<file path="config.mk">
export PLATFORM = sky130hd
export DESIGN_NAME = sv32_mmu
export DESIGN_NICKNAME = d
export VERILOG_FILES = /design/src/source/sv32_pkg.sv /design/src/source/sv32_mmu.sv /design/src/source/sv32_table_walk.sv /design/src/source/sv32_tlb.sv /design/src/source/tlb_way.sv
export SDC_FILE = /design/constraint.sdc
export NUM_CORES = 2
export LEC_CHECK = 0
export BUFFER_PORTS_ARGS = -buffer_cell sky130_fd_sc_hd__buf_2
export CAP_MARGIN = 20
export CORE_MARGIN = 2
export CORE_UTILIZATION = 49
export CTS_CLUSTER_SIZE = 30
export DETAILED_ROUTE_END_ITERATION = 16
export MAX_ROUTING_LAYER = met4
export PLACE_DENSITY = 0.64
export SLEW_MARGIN = 25
export SYNTH_ARGS = -nofsm -noshare
export SYNTH_HDL_FRONTEND = slang
export SYNTH_SLANG_ARGS = --single-unit
</file>
<file path="constraint.sdc">
create_clock -name clk -period 24.9 [get_ports clk]
set_input_delay 2.49 -clock clk [delete_from_list [all_inputs] [get_ports clk]]
set_output_delay 2.49 -clock clk [all_outputs]
set_load 0.005 [all_outputs]
</file>
<file path="src/source/sv32_pkg.sv">
// Sv32 field types, request and TLB entry layouts, TLB geometry
// TLB_WAYS must be a power of two so the round-robin pointer wraps cleanly
// physical addresses are cut to 32 bits, asid is carried but never compared
package sv32_pkg;

  // tlb geometry
  localparam int TLB_ENTRIES = 16;
  localparam int TLB_WAYS = 4;
  localparam int TLB_SETS = TLB_ENTRIES / TLB_WAYS;
  localparam int TLB_SET_BITS = $clog2(TLB_SETS);
  localparam int TLB_WAY_BITS = $clog2(TLB_WAYS);
  // page number bits left above the set index
  localparam int TLB_TAG_BITS = 20 - TLB_SET_BITS;

  // pte flag byte, msb first
  typedef struct packed {
    logic d;
    logic a;
    logic g;
    logic u;
    logic x;
    logic w;
    logic r;
    logic v;
  } sv32_flags_t;

  // leaf or pointer pte, also the translation result
  typedef struct packed {
    logic [11:0] ppn1;
    logic [9:0]  ppn0;
    logic [1:0]  rsw;
    sv32_flags_t flags;
  } sv32_pte_t;

  // walker view of a virtual address
  typedef struct packed {
    logic [9:0]  vpn1;
    logic [9:0]  vpn0;
    logic [11:0] offset;
  } sv32_va_walk_t;

  // tlb view, whole page number as tag
  typedef struct packed {
    logic [19:0] tag;
    logic [11:0] offset;
  } sv32_va_tlb_t;

  typedef union packed {
    sv32_va_walk_t walk;
    sv32_va_tlb_t  tlb;
  } sv32_va_u;

  typedef struct packed {
    logic        mode;
    logic [8:0]  asid;
    logic [21:0] ppn;
  } sv32_satp_t;

  typedef struct packed {
    sv32_va_u vaddr;
    logic     is_instr;
  } mmu_req_t;

  // one way slot
  typedef struct packed {
    logic                    valid;
    logic [TLB_TAG_BITS-1:0] tag;
    sv32_pte_t               pte;
  } tlb_entry_t;

endpackage

</file>
<file path="src/source/sv32_mmu.sv">
// Sv32 MMU top: walker plus separate instruction and data TLBs
// flush_i only while no request is open, it clears both TLBs
module sv32_mmu (
  input  logic                 clk,
  input  logic                 resetn,
  input  sv32_pkg::mmu_req_t   req_i,
  input  logic                 valid_i,
  input  sv32_pkg::sv32_satp_t satp_i,
  input  logic                 flush_i,
  output logic                 ready_o,
  output sv32_pkg::sv32_pte_t  pte_o,
  output logic                 mem_valid_o,
  output logic [31:0]          mem_addr_o,
  input  logic                 mem_ready_i,
  input  sv32_pkg::sv32_pte_t  mem_rdata_i
);

  import sv32_pkg::*;

  // walker to tlb controls
  logic      itlb_lookup;
  logic      dtlb_lookup;
  logic      itlb_fill;
  logic      dtlb_fill;
  sv32_pte_t fill_pte;

  // tlb answers
  logic      itlb_hit;
  logic      dtlb_hit;
  sv32_pte_t itlb_pte;
  sv32_pte_t dtlb_pte;

  sv32_table_walk walk_inst (
    .clk           (clk),
    .resetn        (resetn),
    .req_i         (req_i),
    .valid_i       (valid_i),
    .satp_i        (satp_i),
    .ready_o       (ready_o),
    .pte_o         (pte_o),
    .itlb_lookup_o (itlb_lookup),
    .dtlb_lookup_o (dtlb_lookup),
    .itlb_fill_o   (itlb_fill),
    .dtlb_fill_o   (dtlb_fill),
    .fill_pte_o    (fill_pte),
    .itlb_hit_i    (itlb_hit),
    .dtlb_hit_i    (dtlb_hit),
    .itlb_pte_i    (itlb_pte),
    .dtlb_pte_i    (dtlb_pte),
    .mem_valid_o   (mem_valid_o),
    .mem_addr_o    (mem_addr_o),
    .mem_ready_i   (mem_ready_i),
    .mem_rdata_i   (mem_rdata_i)
  );

  // both tlbs see the same address, the walker gates which one acts
  sv32_tlb itlb_inst (
    .clk        (clk),
    .resetn     (resetn),
    .flush_i    (flush_i),
    .lookup_i   (itlb_lookup),
    .fill_i     (itlb_fill),
    .va_i       (req_i.vaddr),
    .fill_pte_i (fill_pte),
    .hit_o      (itlb_hit),
    .pte_o      (itlb_pte)
  );

  sv32_tlb dtlb_inst (
    .clk        (clk),
    .resetn     (resetn),
    .flush_i    (flush_i),
    .lookup_i   (dtlb_lookup),
    .fill_i     (dtlb_fill),
    .va_i       (req_i.vaddr),
    .fill_pte_i (fill_pte),
    .hit_o      (dtlb_hit),
    .pte_o      (dtlb_pte)
  );

endmodule

</file>
<file path="src/source/sv32_table_walk.sv">
// Sv32 translation FSM: bare mode, TLB lookup, two-level walk, TLB fill
// req_i and satp_i must stay stable until ready_o, one request at a time
// no permission, A/D or superpage alignment checks; a fault returns pte 0
// table bases keep only the low 20 ppn bits, so page tables sit below 4 GiB
module sv32_table_walk (
  input  logic                 clk,
  input  logic                 resetn,
  input  sv32_pkg::mmu_req_t   req_i,
  input  logic                 valid_i,
  input  sv32_pkg::sv32_satp_t satp_i,
  output logic                 ready_o,
  output sv32_pkg::sv32_pte_t  pte_o,
  output logic                 itlb_lookup_o,
  output logic                 dtlb_lookup_o,
  output logic                 itlb_fill_o,
  output logic                 dtlb_fill_o,
  output sv32_pkg::sv32_pte_t  fill_pte_o,
  input  logic                 itlb_hit_i,
  input  logic                 dtlb_hit_i,
  input  sv32_pkg::sv32_pte_t  itlb_pte_i,
  input  sv32_pkg::sv32_pte_t  dtlb_pte_i,
  output logic                 mem_valid_o,
  output logic [31:0]          mem_addr_o,
  input  logic                 mem_ready_i,
  input  sv32_pkg::sv32_pte_t  mem_rdata_i
);

  import sv32_pkg::*;

  typedef enum logic [1:0] {
    ST_IDLE,
    ST_LOOKUP,
    ST_FETCH
  } walk_state_e;

  walk_state_e state_q;
  walk_state_e state_d;

  // 1 while reading the root table, 0 for the second level
  logic        level_q;
  logic        level_d;

  // byte address of the table being read
  logic [31:0] base_q;
  logic [31:0] base_d;

  logic        ready_d;
  sv32_pte_t   pte_d;

  // tlb answer for the side this request belongs to
  logic        tlb_hit;
  sv32_pte_t   tlb_pte;

  // walk helpers
  logic [9:0]  vpn_idx;
  logic        is_pointer;
  logic        is_leaf;
  logic        leaf_done;
  sv32_pte_t   leaf_pte;
  sv32_pte_t   bare_pte;

  assign tlb_hit = req_i.is_instr ? itlb_hit_i : dtlb_hit_i;
  assign tlb_pte = req_i.is_instr ? itlb_pte_i : dtlb_pte_i;

  // lookup only in its own cycle, and only toward one tlb
  assign itlb_lookup_o = (state_q == ST_LOOKUP) && req_i.is_instr;
  assign dtlb_lookup_o = (state_q == ST_LOOKUP) && !req_i.is_instr;

  // index into the current table
  assign vpn_idx = level_q ? req_i.vaddr.walk.vpn1 : req_i.vaddr.walk.vpn0;

  // base plus four bytes per pte
  assign mem_addr_o  = base_q + {20'b0, vpn_idx, 2'b00};
  assign mem_valid_o = (state_q == ST_FETCH);

  // pte classes
  assign is_pointer = mem_rdata_i.flags.v && !mem_rdata_i.flags.r &&
                      !mem_rdata_i.flags.w && !mem_rdata_i.flags.x;
  assign is_leaf    = mem_rdata_i.flags.v && !is_pointer;

  // leaf arrives this cycle
  assign leaf_done = (state_q == ST_FETCH) && mem_ready_i && is_leaf;

  always_comb begin
    leaf_pte     = mem_rdata_i;
    leaf_pte.rsw = '0;
    // megapage, low ppn comes from the address
    if (level_q) begin
      leaf_pte.ppn0 = req_i.vaddr.walk.vpn0;
    end
  end

  // identity mapping for bare mode
  always_comb begin
    bare_pte         = '0;
    bare_pte.ppn1    = {2'b00, req_i.vaddr.walk.vpn1};
    bare_pte.ppn0    = req_i.vaddr.walk.vpn0;
    bare_pte.flags.v = 1'b1;
    bare_pte.flags.r = 1'b1;
    bare_pte.flags.w = 1'b1;
    bare_pte.flags.x = 1'b1;
  end

  // fill goes to the tlb that missed
  assign fill_pte_o  = leaf_pte;
  assign itlb_fill_o = leaf_done && req_i.is_instr;
  assign dtlb_fill_o = leaf_done && !req_i.is_instr;

  always_comb begin
    state_d = state_q;
    level_d = level_q;
    base_d  = base_q;
    ready_d = 1'b0;
    pte_d   = pte_o;
    case (state_q)
      ST_IDLE: begin
        // ready_o still high means valid_i belongs to the answered request
        if (valid_i && !ready_o) begin
          if (satp_i.mode) begin
            state_d = ST_LOOKUP;
            level_d = 1'b1;
            base_d  = {satp_i.ppn[19:0], 12'h000};
          end else begin
            ready_d = 1'b1;
            pte_d   = bare_pte;
          end
        end
      end
      ST_LOOKUP: begin
        if (tlb_hit) begin
          state_d = ST_IDLE;
          ready_d = 1'b1;
          pte_d   = tlb_pte;
        end else begin
          state_d = ST_FETCH;
        end
      end
      ST_FETCH: begin
        // hold address and valid until the word comes back
        if (mem_ready_i) begin
          if (is_leaf) begin
            state_d = ST_IDLE;
            ready_d = 1'b1;
            pte_d   = leaf_pte;
          end else if (is_pointer && level_q) begin
            // descend to the second-level table
            level_d = 1'b0;
            base_d  = {mem_rdata_i.ppn1[9:0], mem_rdata_i.ppn0, 12'h000};
          end else begin
            // invalid pte or pointer at level 0
            state_d = ST_IDLE;
            ready_d = 1'b1;
            pte_d   = '0;
          end
        end
      end
      default: begin
        state_d = ST_IDLE;
      end
    endcase
  end

  always_ff @(posedge clk) begin
    if (!resetn) begin
      state_q <= ST_IDLE;
      level_q <= 1'b1;
      ready_o <= 1'b0;
    end else begin
      state_q <= state_d;
      level_q <= level_d;
      ready_o <= ready_d;
    end
  end

  // payload, loaded before it is read
  always_ff @(posedge clk) begin
    base_q <= base_d;
    pte_o  <= pte_d;
  end

endmodule

</file>
<file path="src/source/sv32_tlb.sv">
// set-associative TLB built from TLB_WAYS identical ways
// hit_o is only valid while lookup_i is high, in the same cycle
// victim is picked round robin per set, reset and flush restart every pointer
// a page is never filled twice, at most one way hits
module sv32_tlb (
  input  logic                clk,
  input  logic                resetn,
  input  logic                flush_i,
  input  logic                lookup_i,
  input  logic                fill_i,
  input  sv32_pkg::sv32_va_u  va_i,
  input  sv32_pkg::sv32_pte_t fill_pte_i,
  output logic                hit_o,
  output sv32_pkg::sv32_pte_t pte_o
);

  import sv32_pkg::*;

  // address split
  logic [TLB_SET_BITS-1:0] set_idx;
  logic [TLB_TAG_BITS-1:0] set_tag;

  // per-way results
  logic [TLB_WAYS-1:0]     way_hit;
  logic [TLB_WAYS-1:0]     way_we;
  sv32_pte_t               way_pte [TLB_WAYS];

  // round-robin state, one pointer per set
  logic [TLB_WAY_BITS-1:0] rr_ptr [TLB_SETS];
  logic [TLB_WAY_BITS-1:0] victim;

  // low page number bits pick the set, the rest is stored as tag
  assign set_idx = va_i.tlb.tag[TLB_SET_BITS-1:0];
  assign set_tag = va_i.tlb.tag[19:TLB_SET_BITS];

  // next way to overwrite in this set
  assign victim = rr_ptr[set_idx];

  for (genvar w = 0; w < TLB_WAYS; w++) begin : g_way
    // only the victim way takes the fill
    assign way_we[w] = fill_i && (int'(victim) == w);

    tlb_way way_inst (
      .clk     (clk),
      .resetn  (resetn),
      .flush_i (flush_i),
      .set_i   (set_idx),
      .tag_i   (set_tag),
      .we_i    (way_we[w]),
      .wpte_i  (fill_pte_i),
      .hit_o   (way_hit[w]),
      .pte_o   (way_pte[w])
    );
  end

  // hit select
  assign hit_o = lookup_i && (|way_hit);

  always_comb begin
    pte_o = '0;
    // first hitting way wins, there is never more than one
    for (int w = TLB_WAYS - 1; w >= 0; w--) begin
      if (way_hit[w]) begin
        pte_o = way_pte[w];
      end
    end
  end

  // victim pointer update
  always_ff @(posedge clk) begin
    if (!resetn || flush_i) begin
      for (int s = 0; s < TLB_SETS; s++) begin
        rr_ptr[s] <= '0;
      end
    end else if (fill_i) begin
      // wraps at TLB_WAYS
      rr_ptr[set_idx] <= victim + 1'b1;
    end
  end

endmodule

</file>
<file path="src/source/tlb_way.sv">
// one way of a set-associative TLB, one entry per set
// lookup is combinational, a write takes effect at the next clock edge
// flush and reset clear the valid bits only
module tlb_way (
  input  logic                              clk,
  input  logic                              resetn,
  input  logic                              flush_i,
  input  logic [sv32_pkg::TLB_SET_BITS-1:0] set_i,
  input  logic [sv32_pkg::TLB_TAG_BITS-1:0] tag_i,
  input  logic                              we_i,
  input  sv32_pkg::sv32_pte_t               wpte_i,
  output logic                              hit_o,
  output sv32_pkg::sv32_pte_t               pte_o
);

  import sv32_pkg::*;

  // entry storage, indexed by set
  tlb_entry_t entries [TLB_SETS];

  // entry currently addressed
  tlb_entry_t cur_entry;

  assign cur_entry = entries[set_i];

  // tag compare on the addressed set
  assign hit_o = cur_entry.valid && (cur_entry.tag == tag_i);

  // pte goes out unqualified, hit_o says if it counts
  assign pte_o = cur_entry.pte;

  always_ff @(posedge clk) begin
    if (!resetn || flush_i) begin
      // drop every entry at once
      for (int s = 0; s < TLB_SETS; s++) begin
        entries[s].valid <= 1'b0;
      end
    end else if (we_i) begin
      // fill overwrites whatever sat in this set
      entries[set_i].valid <= 1'b1;
      entries[set_i].tag   <= tag_i;
      entries[set_i].pte   <= wpte_i;
    end
  end

endmodule

</file>
==> summary.txt <==
==================================================================================================
H-Tree Level Count                                                                               4
Post-Synthesis Cells                                                                          3851
Cell Int Power                                                                             4440 uW
Synthesis warning total                                                                          0
Max-cap violation count                                                                          0
Worst slew margin relative to its limit                                                      25.7%
I/O pin count                                                                                  168
Routed length per placed instance                                                          30.2 um
Leading cell types in the layout, fill and taps excluded                              1634 x sky130_fd_sc_hd__edfxtp_1, 326 x sky130_fd_sc_hd__mux4_2, 212 x sky130_fd_sc_hd__nor2_1
Comb power frac                                                                               4.1%
Core Rows                                                                                      136
Count of different cell masters after synthesis                                                 80
Cell total after placement                                                                    5629
Setup TNS                                                                                     0 ns
Dominant synthesized flop cell                                                        sky130_fd_sc_hd__edfxtp_1
Count of nets left with antenna violations after detail routing                                  0
Initial antenna violation count                                                                 11
Total congestion overflow after global routing                                                   0
Area added between synthesis and finish                                                      11.4%
Vertical die dimension                                                                      377 um
Post-CTS setup-driven buffer insertion count                                                     0
PD cells                                                                              73.9 nW/um^2
Sink Count                                                                                    1638
Simple-gate share of the synthesized area                                                    6.86%
Global-route usage over all layers                                                           26.1%
Highest achievable clock rate                                                              121 MHz
Adder-cell area share of the yosys netlist                                                  0.220%
Final Setup Violations                                                                           0
Unrepaired setup endpoints after global routing                                                 no
Register area share after synthesis                                                          72.0%
Hold Path Class                                                                         reg -> reg
Clock transition time at the flip-flop clock pins of the worst setup and hold paths        0.06 ns
Critical Path Sink Type                                                               primary output
End of the worst register-to-register path                                            dtlb_inst.g_way[1].way_inst.entries[2][6]
Sequential cell fraction of total power                                                      53.8%
Async S/R FF share, synth                                                                       0%
Clock power share                                                                            42.1%
TritonCTS clock tree                                                                           yes
Number of hold violations in the final report                                                    0
Placer's final routability congestion estimate                                               0.850
Count of input and output buffers                                                              138
Clock Latency Late Sink                                                                    0.79 ns
Startpoint of the worst-slack reg-to-reg timing path                                  walk_inst.state_q[0]
Outcome                                                                                  completed
Switching power total                                                                      1180 uW
Horizontal die dimension                                                                    377 um
Mux share of post-synthesis cell area                                                        13.3%
Worst reg-to-reg path cell count                                                                11
Minimum clock period after layout                                                          8.25 ns
Data required time at the worst endpoint                                                  22.41 ns
Avg Synthesized Cell Area                                                               17.7 sq um
Instance count along the most critical hold path                                                 3
First-pass DRT Iterations                                                                        5
Number of buffers added by the clock tree synthesis step                                       164
Initial standard-cell utilization of the core                                                49.5%
Leakage                                                                                  0.0236 uW
Maximum number of pins on one net before global-route repair                                    94
Core region area                                                                      138000 sq um
Post-synth EDFFs                                                                              1634
Finished Layout Cells                                                                         5931
Placed wire-length estimate after detailed placement                                     102000 um
Final critical-path share of the clock period                                                33.2%
Final-report max-slew violation count                                                            0
DR vias/cell                                                                                  6.29
CP startpoint kind                                                                    primary input
Vias post-DR                                                                                 37300
HP Start                                                                              walk_inst.state_q[0]
Worst Tran Pin Value                                                                       1.10 ns
Clock root buffer master                                                              sky130_fd_sc_hd__clkbuf_16
Sw frac                                                                                      21.0%
Share of post-route cells with drive strength above 1                                        21.8%
Dominant combinational cell family by area after synthesis                            multiplexers
Gates resized, CTS repair                                                                        0
Data arrival time of the critical path                                                     5.76 ns
Fill cell count                                                                              10800
Peak supply drop                                                                           73.1 uV
Compound-Gate Fraction of Synth Area                                                         3.11%
Total die area                                                                        142000 sq um
Via count of the first global-routing pass                                                   36800
Commonest non-fill, non-tap cell in the layout                                        sky130_fd_sc_hd__edfxtp_1
Critical path peak fanout                                                                       75
Layout Skew                                                                              0.0280 ns
Number of nets in the final layout                                                            4115
Synthesized cell area                                                                  68300 sq um
Sum of internal, switching and leakage power                                               5630 uW
Setup CP Type                                                                            in -> out
Register-to-register path setup slack                                                     19.00 ns
Total of flip-flops plus latches after synthesis                                              1638
DRC                                                                                              0
Count of routing violations after the opening detailed-route iteration                        4347
Worst-case hold path end point                                                        walk_inst.state_q[0]
Routed WL                                                                                179000 um
Xor and xnor fraction of the mapped netlist area                                             1.99%
Maximum buffer depth of the clock tree                                                           3
First-pass GRT wire length                                                               257000 um
Total of hold buffers inserted after clock tree synthesis                                        0
==================================================================================================
## worst max-delay path by stage
stage | from | end | slack (ns) | cells after the start
final | req_i[13] | mem_addr_o[2] | 16.65 | 6
after global routing | req_i[13] | mem_addr_o[2] | 16.42 | 6
after CTS | req_i[13] | mem_addr_o[2] | 16.61 | 6
after detailed placement | req_i[13] | walk_inst.pte_o[30] | 16.03 | 13
after global placement | req_i[13] | walk_inst.pte_o[30] | 16.06 | 13
after floorplan | req_i[13] | itlb_inst.g_way[0].way_inst.entries[0][48] | 15.11 | 20
## final cells by class
class | count | area, sq um | share of cell area [%]
well taps | 1794 | 2240 | 2.95
clock buffers | 213 | 4470 | 5.87
diodes | 12 | 30.0 | 0.0395
multi-input cells | 1865 | 17600 | 23.2
flip-flops and latches | 1638 | 49100 | 64.6
inverters | 72 | 270 | 0.355
repair buffers | 260 | 1660 | 2.19
clock inverters | 77 | 609 | 0.801
## power groups by stage
| stage | registers (uW) | clock network [uW] | logic [uW] |
|---|---|---|---|
| floorplan | 3070 | 0 | 130 |
| finish | 3020 | 2370 | 231 |
| detailed placement | 3080 | 0 | 228 |
| CTS | 3020 | 2400 | 229 |
| global route | 3020 | 2500 | 242 |
| global placement | 3080 | 0 | 226 |
## flip-flops by register name, indices dropped and copies added, names as in the netlist
name / count
walk_inst.base_q: 20
dtlb_inst.rr_ptr: 8
walk_inst.level_q: 1
walk_inst.pte_o: 30
walk_inst.state_q: 2
itlb_inst.g_way.way_inst.entries: 784
dtlb_inst.g_way.way_inst.entries: 784
walk_inst.ready_o: 1
itlb_inst.rr_ptr: 8
## layer usage
metal  track usage [%]  vias to the layer above  part of all wire [%]
met5                 -                        -                     0
met1              36.5                    19800                    42
met2              39.4                     1706                    46
li1                  -                    15500                     -
met4              6.14                        0                   2.0
met3              6.01                      230                   9.9
## critical path, stage by stage
cell	delay (ns)
sky130_fd_sc_hd__buf_8	0.63
sky130_fd_sc_hd__buf_4	0.68
sky130_fd_sc_hd__buf_4	0.67
sky130_fd_sc_hd__buf_4	0.72
sky130_fd_sc_hd__mux2_2	0.28
sky130_fd_sc_hd__buf_2	0.11
## through the flow
stage                     hold slack, ns  util, %  worst slack [ns]  cell area, sq um
after CTS                          0.678     55.2             16.61             76100
after global placement             0.672     51.5             16.06             71000
after floorplan                    0.620        -             15.11             68300
after detailed placement           0.662     51.5             16.03             71000
after global routing               0.734     55.2             16.42             76100
final                              0.682     55.2             16.65             76100
## cell usage after synthesis, types with 7 or more instances
| library cell | instances | share of area, % |
|---|---|---|
| sky130_fd_sc_hd__edfxtp_1 | 1634 | 72 |
| sky130_fd_sc_hd__mux4_2 | 326 | 11 |
| sky130_fd_sc_hd__nor2_1 | 226 | 1.2 |
| sky130_fd_sc_hd__and3_1 | 192 | 1.8 |
| sky130_fd_sc_hd__clkbuf_1 | 178 | 0.98 |
| sky130_fd_sc_hd__nand2_1 | 143 | 0.79 |
| sky130_fd_sc_hd__mux2i_1 | 128 | 1.9 |
| sky130_fd_sc_hd__xnor2_1 | 128 | 1.6 |
| sky130_fd_sc_hd__o21ai_0 | 95 | 0.70 |
| sky130_fd_sc_hd__and2_1 | 74 | 0.68 |
| sky130_fd_sc_hd__inv_1 | 69 | 0.38 |
| sky130_fd_sc_hd__nand2b_1 | 58 | 0.53 |
| sky130_fd_sc_hd__a21oi_1 | 50 | 0.37 |
| sky130_fd_sc_hd__buf_2 | 34 | 0.25 |
| sky130_fd_sc_hd__nand3_1 | 33 | 0.24 |
| sky130_fd_sc_hd__nand3b_1 | 32 | 0.35 |
| sky130_fd_sc_hd__mux2_2 | 31 | 0.51 |
| sky130_fd_sc_hd__buf_4 | 27 | 0.30 |
| sky130_fd_sc_hd__xor2_1 | 27 | 0.35 |
| sky130_fd_sc_hd__a31oi_1 | 25 | 0.23 |
| sky130_fd_sc_hd__nor3_1 | 25 | 0.18 |
| sky130_fd_sc_hd__a21o_1 | 22 | 0.24 |
| sky130_fd_sc_hd__or3_1 | 21 | 0.19 |
| sky130_fd_sc_hd__a311oi_1 | 20 | 0.26 |
| sky130_fd_sc_hd__nand4_1 | 20 | 0.18 |
| sky130_fd_sc_hd__buf_1 | 16 | 0.088 |
| sky130_fd_sc_hd__nor2b_1 | 15 | 0.14 |
| sky130_fd_sc_hd__or3b_1 | 13 | 0.17 |
| sky130_fd_sc_hd__ha_1 | 12 | 0.22 |
| sky130_fd_sc_hd__buf_6 | 11 | 0.18 |
| sky130_fd_sc_hd__nor4_1 | 10 | 0.092 |
| sky130_fd_sc_hd__o22ai_1 | 10 | 0.092 |
| sky130_fd_sc_hd__a211oi_1 | 8 | 0.088 |
| sky130_fd_sc_hd__buf_12 | 8 | 0.23 |
| sky130_fd_sc_hd__or3b_2 | 8 | 0.10 |
| sky130_fd_sc_hd__a32oi_1 | 7 | 0.090 |
| sky130_fd_sc_hd__o2111ai_1 | 7 | 0.090 |
## kinds of logic (layout without fill, tap and decap cells)
group                    count (synthesis)  after routing
other                                    1             16
AND/OR/NAND/NOR                        886            886
multiplexers                           490            490
flip-flops                            1638           1638
XOR/XNOR                               155            155
adder cells (fa/ha/maj)                 12             12
buffers and inverters                  351            622
AO/OA/AOI/OAI                          318            318
Power figures use the tool's default switching activity.
